<file path="src/lvds_cfg_pkg.sv">
/* word width and link constants of the sensor LVDS model
   imported by the RTL blocks and by the testbench */

package lvds_cfg_pkg;

	// --------------------------------------------------------------------------
	// serial word format
	// --------------------------------------------------------------------------

	// 10-bit mode of the sensor, one word per lane per load strobe
	localparam int DATA_WIDTH = 10;

	// bit slot counter inside one word
	localparam int WORD_CNT_W = $clog2(DATA_WIDTH);

	// payload of one lane, data or sync
	typedef logic [DATA_WIDTH-1:0] word_t;

	// --------------------------------------------------------------------------
	// link notes
	// --------------------------------------------------------------------------

	// words go out MSB first, one bit per clk
	// forwarded clock toggles every clk, so one period spans two bits
	// lanes are packed with lane 0 in the low bits of the parallel bus
	// no back-pressure, the link is free-running

endpackage

</file>
<file path="src/sensor_codes_pkg.sv">
/* sync-lane code words and data-lane training word of the sensor interface
   used by the timing and pattern blocks and by the testbench */

package sensor_codes_pkg;

	// --------------------------------------------------------------------------
	// sync lane codes, 10-bit mode
	// --------------------------------------------------------------------------

	// first active slot of the first line
	localparam lvds_cfg_pkg::word_t CODE_FS = 10'h2AA;

	// first active slot of every other line
	localparam lvds_cfg_pkg::word_t CODE_LS = 10'h0AA;

	// last active slot of a line that is not the last
	localparam lvds_cfg_pkg::word_t CODE_LE = 10'h12A;

	// last active slot of the last line
	localparam lvds_cfg_pkg::word_t CODE_FE = 10'h32A;

	// remaining active slots
	localparam lvds_cfg_pkg::word_t CODE_IMG = 10'h035;

	// blank slots and idle link
	localparam lvds_cfg_pkg::word_t CODE_BLK = 10'h015;

	// --------------------------------------------------------------------------
	// data lane filler
	// --------------------------------------------------------------------------

	// receiver locks its word alignment on this one
	localparam lvds_cfg_pkg::word_t TRAINING = 10'h3A6;

endpackage

</file>
<file path="src/word_rate_gen.sv">
/* word load strobe for the serializer, one clk pulse per DATA_WIDTH cycles
   the strobe also steps the timing and pattern blocks */

`timescale 1ns/100ps

module word_rate_gen (
	input  logic clk,
	input  logic i_rst,
	output logic o_word_load
);

	import lvds_cfg_pkg::*;

	// bit slot within the current word
	logic [WORD_CNT_W-1:0] bit_cnt;

	// modulo DATA_WIDTH, zero right after reset
	always_ff @(posedge clk) begin
		if (i_rst) begin
			bit_cnt <= '0;
		end else if (bit_cnt == WORD_CNT_W'(DATA_WIDTH - 1)) begin
			bit_cnt <= '0;
		end else begin
			bit_cnt <= bit_cnt + 1'b1;
		end
	end

	// strobe on the last bit slot
	// so the load edge lines up with the end of the previous word
	assign o_word_load = (bit_cnt == WORD_CNT_W'(DATA_WIDTH - 1));

	// single-cycle strobe, never back to back
	a_strobe_single : assert property (
		@(posedge clk) disable iff (i_rst)
		o_word_load |=> !o_word_load
	);

endmodule

</file>
<file path="src/frame_timing.sv">
/* frame position of the sensor link, one step per word load strobe
   gives the sync code and the active flag of the slot that loads next */

`timescale 1ns/100ps

module frame_timing #(
	parameter int LINE_WORDS        = 6,
	parameter int LINE_BLANK_WORDS  = 2,
	parameter int FRAME_LINES       = 3,
	parameter int FRAME_BLANK_LINES = 1
) (
	input  logic                clk,
	input  logic                i_rst,
	input  logic                i_word_load,
	input  logic                i_stream_en,
	output lvds_cfg_pkg::word_t o_ctrl_word,
	output logic                o_active,
	output logic                o_frame_start
);

	import lvds_cfg_pkg::*;
	import sensor_codes_pkg::*;

	// slots per line and lines per frame, blanking included
	localparam int SLOT_NUM = LINE_WORDS + LINE_BLANK_WORDS;
	localparam int LINE_NUM = FRAME_LINES + FRAME_BLANK_LINES;
	// one spare bit so every bound fits the counter
	localparam int SLOT_W = $clog2(SLOT_NUM + 1);
	localparam int LINE_W = $clog2(LINE_NUM + 1);

	logic              running;
	logic [SLOT_W-1:0] slot_cnt;
	logic [LINE_W-1:0] line_cnt;
	logic              last_slot;
	logic              last_line;

	assign last_slot = (slot_cnt == SLOT_W'(SLOT_NUM - 1));
	assign last_line = (line_cnt == LINE_W'(LINE_NUM - 1));

	// --------------------------------------------------------------------------
	// position counters
	// --------------------------------------------------------------------------

	always_ff @(posedge clk) begin
		if (i_rst) begin
			running  <= 1'b0;
			slot_cnt <= '0;
			line_cnt <= '0;
		end else if (i_word_load) begin
			if (!running) begin
				// idle, frame begins with the slot after this strobe
				running  <= i_stream_en;
				slot_cnt <= '0;
				line_cnt <= '0;
			end else if (last_slot) begin
				slot_cnt <= '0;
				if (last_line) begin
					// enable only sampled at frame boundary
					line_cnt <= '0;
					running  <= i_stream_en;
				end else begin
					line_cnt <= line_cnt + 1'b1;
				end
			end else begin
				slot_cnt <= slot_cnt + 1'b1;
			end
		end
	end

	// --------------------------------------------------------------------------
	// slot decode
	// --------------------------------------------------------------------------

	assign o_active = running && (slot_cnt < SLOT_W'(LINE_WORDS))
		&& (line_cnt < LINE_W'(FRAME_LINES));
	assign o_frame_start = running && (slot_cnt == '0) && (line_cnt == '0);

	always_comb begin
		o_ctrl_word = CODE_BLK;
		if (o_active) begin
			if (slot_cnt == '0) begin
				o_ctrl_word = (line_cnt == '0) ? CODE_FS : CODE_LS;
			end else if (slot_cnt == SLOT_W'(LINE_WORDS - 1)) begin
				o_ctrl_word = (line_cnt == LINE_W'(FRAME_LINES - 1)) ? CODE_FE : CODE_LE;
			end else begin
				o_ctrl_word = CODE_IMG;
			end
		end
	end

	// slot counter stays inside the line
	a_slot_range : assert property (
		@(posedge clk) disable iff (i_rst)
		slot_cnt < SLOT_W'(SLOT_NUM)
	);

endmodule

</file>
<file path="src/pixel_pattern_gen.sv">
/* incrementing test pattern for the data lanes, lane 0 in the low bits
   blank and idle slots carry the training word */

`timescale 1ns/100ps

module pixel_pattern_gen #(
	parameter int CHANNEL_NUM = 4
) (
	input  logic                                            clk,
	input  logic                                            i_rst,
	input  logic                                            i_word_load,
	input  logic                                            i_active,
	input  logic                                            i_frame_start,
	output logic [CHANNEL_NUM*lvds_cfg_pkg::DATA_WIDTH-1:0] o_pix_data
);

	import lvds_cfg_pkg::*;
	import sensor_codes_pkg::*;

	// pixel number of lane 0 for the next active slot
	word_t base_cnt;
	// base actually used in this slot, zero on the first slot of a frame
	word_t base_now;

	assign base_now = i_frame_start ? '0 : base_cnt;

	// --------------------------------------------------------------------------
	// base counter
	// --------------------------------------------------------------------------

	// steps by one pixel per lane on every loaded active slot
	// wraps modulo 2^DATA_WIDTH
	always_ff @(posedge clk) begin
		if (i_rst) begin
			base_cnt <= '0;
		end else if (i_word_load && i_active) begin
			base_cnt <= base_now + word_t'(CHANNEL_NUM);
		end
	end

	// --------------------------------------------------------------------------
	// lane words
	// --------------------------------------------------------------------------

	genvar ch;
	generate
		for (ch = 0; ch < CHANNEL_NUM; ch = ch + 1) begin : g_lane
			// pixel c of the slot, or filler outside active video
			assign o_pix_data[DATA_WIDTH*ch +: DATA_WIDTH] =
				i_active ? word_t'(base_now + word_t'(ch)) : TRAINING;
		end
	endgenerate

endmodule

</file>
<file path="src/serializer_python.sv">
/* sensor-style LVDS serializer, parallel load on the word strobe then MSB first
   data lanes, sync lane and forwarded clock as true/complement pairs */

`timescale 1ns/100ps

module serializer_python #(
	parameter int CHANNEL_NUM = 4
) (
	input  logic                                            clk,
	input  logic                                            i_rst,
	input  logic                                            i_clk_en,
	input  logic [CHANNEL_NUM*lvds_cfg_pkg::DATA_WIDTH-1:0] iv_pix_data,
	input  lvds_cfg_pkg::word_t                             iv_ctrl_data,
	output logic                                            o_clk_p,
	output logic                                            o_clk_n,
	output logic                                            o_ctrl_p,
	output logic                                            o_ctrl_n,
	output logic [CHANNEL_NUM-1:0]                          ov_data_p,
	output logic [CHANNEL_NUM-1:0]                          ov_data_n
);

	import lvds_cfg_pkg::*;

	word_t shift_data [CHANNEL_NUM];
	word_t shift_ctrl;
	logic  clk_ser;

	// --------------------------------------------------------------------------
	// data lanes
	// --------------------------------------------------------------------------

	genvar ch;
	generate
		for (ch = 0; ch < CHANNEL_NUM; ch = ch + 1) begin : g_lane
			// load on strobe, else rotate left so the next bit reaches the MSB
			always_ff @(posedge clk) begin
				if (i_rst) begin
					shift_data[ch] <= '0;
				end else if (i_clk_en) begin
					shift_data[ch] <= iv_pix_data[DATA_WIDTH*ch +: DATA_WIDTH];
				end else begin
					shift_data[ch] <= {shift_data[ch][DATA_WIDTH-2:0],
						shift_data[ch][DATA_WIDTH-1]};
				end
			end

			assign ov_data_p[ch] = shift_data[ch][DATA_WIDTH-1];
			assign ov_data_n[ch] = ~shift_data[ch][DATA_WIDTH-1];
		end
	endgenerate

	// --------------------------------------------------------------------------
	// sync lane
	// --------------------------------------------------------------------------

	// same shifting as a data lane
	always_ff @(posedge clk) begin
		if (i_rst) begin
			shift_ctrl <= '0;
		end else if (i_clk_en) begin
			shift_ctrl <= iv_ctrl_data;
		end else begin
			shift_ctrl <= {shift_ctrl[DATA_WIDTH-2:0], shift_ctrl[DATA_WIDTH-1]};
		end
	end

	assign o_ctrl_p = shift_ctrl[DATA_WIDTH-1];
	assign o_ctrl_n = ~shift_ctrl[DATA_WIDTH-1];

	// forwarded clock at half the bit rate and low after reset
	always_ff @(posedge clk) begin
		if (i_rst) begin
			clk_ser <= 1'b0;
		end else begin
			clk_ser <= ~clk_ser;
		end
	end

	assign o_clk_p = clk_ser;
	assign o_clk_n = ~clk_ser;

endmodule

</file>
<file path="src/python_lvds_tx.sv">
/* top of the sensor LVDS output model, free-running link
   i_stream_en starts frames, lowering it ends streaming at a frame boundary */

`timescale 1ns/100ps

module python_lvds_tx #(
	parameter int CHANNEL_NUM       = 4,
	parameter int LINE_WORDS        = 6,
	parameter int LINE_BLANK_WORDS  = 2,
	parameter int FRAME_LINES       = 3,
	parameter int FRAME_BLANK_LINES = 1
) (
	input  logic                   clk,
	input  logic                   i_rst,
	input  logic                   i_stream_en,
	output logic                   o_clk_p,
	output logic                   o_clk_n,
	output logic                   o_ctrl_p,
	output logic                   o_ctrl_n,
	output logic [CHANNEL_NUM-1:0] ov_data_p,
	output logic [CHANNEL_NUM-1:0] ov_data_n
);

	import lvds_cfg_pkg::*;

	logic                              word_load;
	word_t                             ctrl_word;
	logic                              active;
	logic                              frame_start;
	logic [CHANNEL_NUM*DATA_WIDTH-1:0] pix_data;

	// word strobe
	word_rate_gen u_word_rate_gen (.clk, .i_rst, .o_word_load(word_load));

	// sync code and active flag per slot
	frame_timing #(
		.LINE_WORDS(LINE_WORDS), .LINE_BLANK_WORDS(LINE_BLANK_WORDS),
		.FRAME_LINES(FRAME_LINES), .FRAME_BLANK_LINES(FRAME_BLANK_LINES)
	) u_frame_timing (
		.clk, .i_rst, .i_word_load(word_load), .i_stream_en,
		.o_ctrl_word(ctrl_word), .o_active(active), .o_frame_start(frame_start)
	);

	// lane words
	pixel_pattern_gen #(.CHANNEL_NUM(CHANNEL_NUM)) u_pixel_pattern_gen (
		.clk, .i_rst, .i_word_load(word_load), .i_active(active),
		.i_frame_start(frame_start), .o_pix_data(pix_data)
	);

	// serial pairs
	serializer_python #(.CHANNEL_NUM(CHANNEL_NUM)) u_serializer_python (
		.clk, .i_rst, .i_clk_en(word_load), .iv_pix_data(pix_data), .iv_ctrl_data(ctrl_word),
		.o_clk_p, .o_clk_n, .o_ctrl_p, .o_ctrl_n, .ov_data_p, .ov_data_n
	);

endmodule

</file>
<file path="config.mk">
export PLATFORM = sky130hd
export DESIGN_NAME = python_lvds_tx
export DESIGN_NICKNAME = d
export VERILOG_FILES = /design/src/lvds_cfg_pkg.sv /design/src/sensor_codes_pkg.sv /design/src/word_rate_gen.sv /design/src/frame_timing.sv /design/src/pixel_pattern_gen.sv /design/src/serializer_python.sv /design/src/python_lvds_tx.sv
export SDC_FILE = /design/constraint.sdc
export NUM_CORES = 1
export LEC_CHECK = 0
export ABC_AREA = 1
export BUFFER_PORTS_ARGS = -buffer_cell sky130_fd_sc_hd__buf_2
export CAP_MARGIN = 20
export CORE_MARGIN = 2
export CORE_UTILIZATION = 40
export CTS_BUF_LIST = sky130_fd_sc_hd__clkbuf_8
export DETAILED_ROUTE_END_ITERATION = 7
export PLACE_DENSITY = 0.58
export REMOVE_ABC_BUFFERS = 1
export SYNTH_ARGS = -nofsm -noshare
export SYNTH_HDL_FRONTEND = slang
export SYNTH_HIERARCHICAL = 1
export SYNTH_SLANG_ARGS = --single-unit
</file>
<file path="constraint.sdc">
create_clock -name clk -period 7.61 [get_ports clk]
set_input_delay 0.761 -clock clk [delete_from_list [all_inputs] [get_ports clk]]
set_output_delay 0.761 -clock clk [all_outputs]
set_load 0.01 [all_outputs]
</file>
* After elaboration in Yosys (flattened, before gate mapping)
Memories as Yosys holds them, arrays and structs flattened. Index checks and enable logic that the tools add are counted.
Cells by class: $lt $le $gt $ge 2, $add $sub $neg 7, bitwise gates (word level) 14, reductions and logical operators 9, mux-type cells 35, equality and inequality tests 6
Operators with widths (count):
- $mux W10 | 19
- $add A10 B2 Y10 const B | 2
- $mux W1 | 11
- $add A10 B1 Y10 const B | 1
- $add A10 B3 Y10 const B | 1
- $mux W3 | 3
- $add A4 B1 Y4 const B | 2
- $eq A4 B3 Y1 const B | 2
- $mux W4 | 2
- $or A1 B1 Y1 | 8
- $eq A3 B2 Y1 const B | 2
- $not A1 Y1 | 6
- $logic_and A1 B1 Y1 | 5
- $eq A4 B4 Y1 const B | 1
- $logic_not A4 Y1 | 1
- $lt A4 B3 Y1 const B | 1
- $add A3 B1 Y3 const B | 1
- $logic_not A3 Y1 | 1
- $lt A3 B2 Y1 const B | 1
- $ne A2 B2 Y1 const B | 1
- $reduce_and A2 Y1 | 1
- $reduce_or A2 Y1 | 1
Storage, ports and cells: word-level logic and storage cells 81, memories 1, flip-flop bits (word level) 33, memory bits (writable) 40
Memories:
- u_serializer_python.shift_data | depth 4, bits a word 10, rd ports 4, clocked after Yosys merged registers in 0, write ports 4, line serializer_python.sv:24 | word_t shift_data [CHANNEL_NUM];

* Longest topological paths before layout
depth after elaboration 8, depth in mapped cells 16

* Modules after synthesis
The synthesis kept the hierarchy.
By module, submodules not included:
- serializer_python | cells an instance 231, area an instance 2351.0 um2, sequential area each 1421.4 um2, instances 1
- pixel_pattern_gen | cells an instance 209, area an instance 1144.8 um2, sequential area each 200.2 um2, instances 1
- frame_timing | cells an instance 87, area an instance 608.1 um2, sequential area each 160.2 um2, instances 1
- word_rate_gen | cells an instance 22, area an instance 181.4 um2, sequential area each 80.1 um2, instances 1

* Least setup slack after synthesis
OpenSTA, ideal clock, no wires.
path kind reg-to-reg, from register u_frame_timing.line_cnt[0], to memory u_serializer_python/shift_data[1][15] (netlist name) (data pin), library setup time 0.252 ns, required time 7.358 ns, arrival time 2.127 ns, stages on the path, launching flop included 15, setup slack 5.230 ns, cell sequence dfxtp_1 > inv_1 > ha_1 > nand4_1 > nor2_1 > inv_4 > nand2_1 > inv_1 > ha_1 > inv_1 > nand2_1 > nand3_1 > nand3_1 > nand3_2 > nand2_1
RTL lines:
- start, declared | line frame_timing.sv:33 | logic [LINE_W-1:0] line_cnt;
- start signal, assigned | line frame_timing.sv:62 | line_cnt <= line_cnt + 1'b1;
- end, declared | line serializer_python.sv:24

==> results.toml <==
[critical_path]
r2r-start = "u_frame_timing/line_cnt[0]"
startpoint_type = "register"
crit_fanout = 10
reg2reg_to = "u_serializer_python/shift_data[1][15]"
crit_required_ns = 7.72
path_class = "register to register"
worstSetupEndpointType = "register"
crit_arrival_ns = 3.03
r2r_cells = 14
rrSetupSlack_ns = 4.69

[placed_design]
place_congestion = 0.951
dp_cells = 708
io_buffers = 14
postPlaceCellArea_sq_mm = 0.00443
dp_slack_ns = 4.69
dp_hpwl_mm = 6.45

[global_routing]
grt_pass1_vias = 3404
grt_use_total_pct = 17.7
overflow = 0
grt_max_degree = 60
antenna_found_initial = 0
grt_first_pass_wirelength_mm = 16.1

[run]
drv_cap = 0

[die]
start_util_pct = 41.3
dieArea_sq_mm = 0.0116
die_x_microns = 108
fp.dieH_microns = 108
std_cell_rows = 37
core_area_sq_mm = 0.0104
io_pins = 15

[finish]
fin_nets = 598
diodes = 0
drive_gt1_share_pct = 12.9
stdcell_count = 724
fin_area_sq_mm = 0.00470
syn_to_final_growth_pct = 9.61
n_fill_cell = 1078

[timing]
maxSlewViolCount = 0
fin_crit_ns = 2.92
max_slew_margin_pct = 50.3
setup_ws_ns = 4.69
finalCritPeriodShare_pct = 38.4
final_hold_viol_count = 0
clock_skew_ns = 0.00938
rsz0062_at_grt = "false"
hold_slack_ns = 0.424
fmax_mhz = 342
worst_slew_pin_slew_ns = 0.746
setup_tns_ns = 0
setup_viol_count_final = 0

[worst_hold_path]
min_to = "u_serializer_python/shift_ctrl[7]"
hold_path_class = "register to register"
hold_path_startpoint = "u_serializer_python/shift_ctrl[6]"
hold_depth = 2

[clock_network]
cts-hold-fix-buffers = 0
clkLatencyLatePin_ns = 0.36
cts_max_level = 3
numCtsBuffers = 9
ctsResizeCount = 0
postCtsSetupRepairBufs = 0
root_buffer = "clkbuf_8"
cts_tree = "built"
numClockSinks = 73
clk_pin_slew_ns = 0.08
clockBufferDepth = 2

[synthesis]
syn-mean-instance-area_sq_um = 7.81
synth_area_sq_mm = 0.00429
yosys_warnings = 6
synth_cell_type_count = 36
synthArstFlopShare_pct = 0
ys_seq_area_share_pct = 43.4
synth-edff-count = 40
ys_seq_elements = 73
synthCells = 549
ys.flop_type = "edfxtp_1"

[detailed_routing]
dr.pass1.iters = 4
vias_per_cell = 4.81
routed_wl_mm = 9.26
drt_iter0_markers = 186
vias = 3480
wire_per_inst_microns = 12.8
drc = 0
postRouteAntennaNets = 0

[power]
pwr-share-clk_pct = 46.1
combPwrFrac_pct = 4.0
p_switching_uw = 183
p_leak_nw = 2.09
irDropWorstVdd_uv = 134
power.share.switching_pct = 20.9
power_per_cell_area_mw_per_mm2 = 186
intPower_uw = 692
power_frac_seq_pct = 49.9

[status]
outcome = "completed"
cells in the final DEF, fill, tap and decap left out, types with 3 or more instances in the layout:
master,netlist,routed
a21oi_1,14,14
buf_2,4,14
bufinv_16,0,4
clkbuf_8,0,9
conb_1,2,41
dfxtp_1,33,33
edfxtp_1,40,40
ha_1,12,12
inv_1,55,54
inv_2,2,3
nand2_1,171,171
nand2_2,8,8
nand3_1,72,72
nand3_2,18,18
nand4_1,6,6
nor2_1,39,39
nor2_2,5,5
nor2_4,3,3
nor3_1,7,7
o21ai_0,12,12
registers in the layout (all words and copies together) (netlist names):
signal	cells
u_serializer_python/o_clk_p	1
u_frame_timing/line_cnt	3
u_serializer_python/shift_ctrl	10
u_frame_timing/running	1
u_frame_timing/slot_cnt	4
u_serializer_python/shift_data	40
u_word_rate_gen/bit_cnt	4
u_pixel_pattern_gen/base_cnt	10
how the worst max path moves through the flow:
stage,start,end,slack (ns),cells after the start
finish,u_frame_timing/line_cnt[0],u_serializer_python/shift_data[1][15],4.69,14
global route,u_frame_timing/line_cnt[0],u_serializer_python/shift_data[1][15],4.41,14
CTS,u_frame_timing/line_cnt[0],u_serializer_python/shift_data[1][15],4.66,14
detailed placement,u_frame_timing/line_cnt[0],u_serializer_python/shift_data[1][15],4.69,14
global placement,u_frame_timing/line_cnt[0],u_serializer_python/shift_data[1][15],4.79,14
floorplan,u_word_rate_gen/bit_cnt[0],u_pixel_pattern_gen/base_cnt[8],4.96,10
critical path: stages (launching register included):
cell and delay (ns):
dfxtp_1 0.33, inv_1 0.13, ha_1 0.17, nand4_1 0.12, nor2_1 0.45, inv_4 0.14, nand2_1 0.26, inv_1 0.08
ha_1 0.21, inv_1 0.15, nand2_1 0.20, nand3_1 0.11, nand3_1 0.12, nand3_2 0.12, nand2_1 0.08
layout make-up:
class                      count  area (sq um)  share of cell area, %
clock buffer                   9           124                   2.64
clock inverter                 7           143                   3.04
inverter                      60           230                   4.90
multi-input combinational    424          2090                   44.5
sequential                    73          1860                   39.6
tap                          136           170                   3.62
timing repair buffer          15          77.6                   1.65
synthesized netlist by cell type (all sizes together), types with 3 or more instances:
master	count	area [sq um]
inv	59	226
a21oi	14	70.1
nor2	48	231
edfxtp	40	1200
o21ai	15	82.6
ha	12	150
dfxtp	33	661
nand3	91	558
clkbuf	3	11.3
nand4	6	37.5
nor3	7	35.0
nand2	179	692
buf	28	238
stage by stage:
| step | power [mW] | utilization [%] |
|---|---|---|
| 2_1_floorplan | 0.468 | - |
| 3_3_place_gp | 0.480 | 42.7 |
| 3_5_place_dp | 0.481 | 42.7 |
| 4_1_cts | 0.887 | 45.3 |
| 5_1_grt | 0.909 | 45.3 |
| 6_report | 0.875 | 45.3 |
cell families after synthesis:
| logic type | count (synthesis) | share of synthesized area, % |
|---|---|---|
| AO/OA/AOI/OAI | 33 | 4.26 |
| XOR/XNOR | 2 | 0.409 |
| adder cells (fa/ha/maj) | 12 | 3.50 |
| buffers and inverters | 91 | 11.2 |
| flip-flops | 73 | 43.4 |
| other | 2 | 0.175 |
| AND/OR/NAND/NOR | 336 | 37.0 |
routing by layer:
metal / vias to the layer above / global-route usage [%] / share of wire [%]
li1: 1794 / - / -
met1: 1606 / 22.5 / 46
met2: 62 / 29.6 / 47
met3: 18 / 4.00 / 4.5
met4: 0 / 6.32 / 2.3
met5: - / 0 / 0
power groups by stage:
stage / logic [mW] / registers, mW / clock network [mW]
2_1_floorplan: 0.0234 / 0.445 / 0
3_3_place_gp: 0.0348 / 0.445 / 0
3_5_place_dp: 0.0352 / 0.446 / 0
4_1_cts: 0.0353 / 0.437 / 0.415
5_1_grt: 0.0412 / 0.439 / 0.429
6_report: 0.0347 / 0.437 / 0.403
No activity file was read; power rests on OpenSTA's default activity.
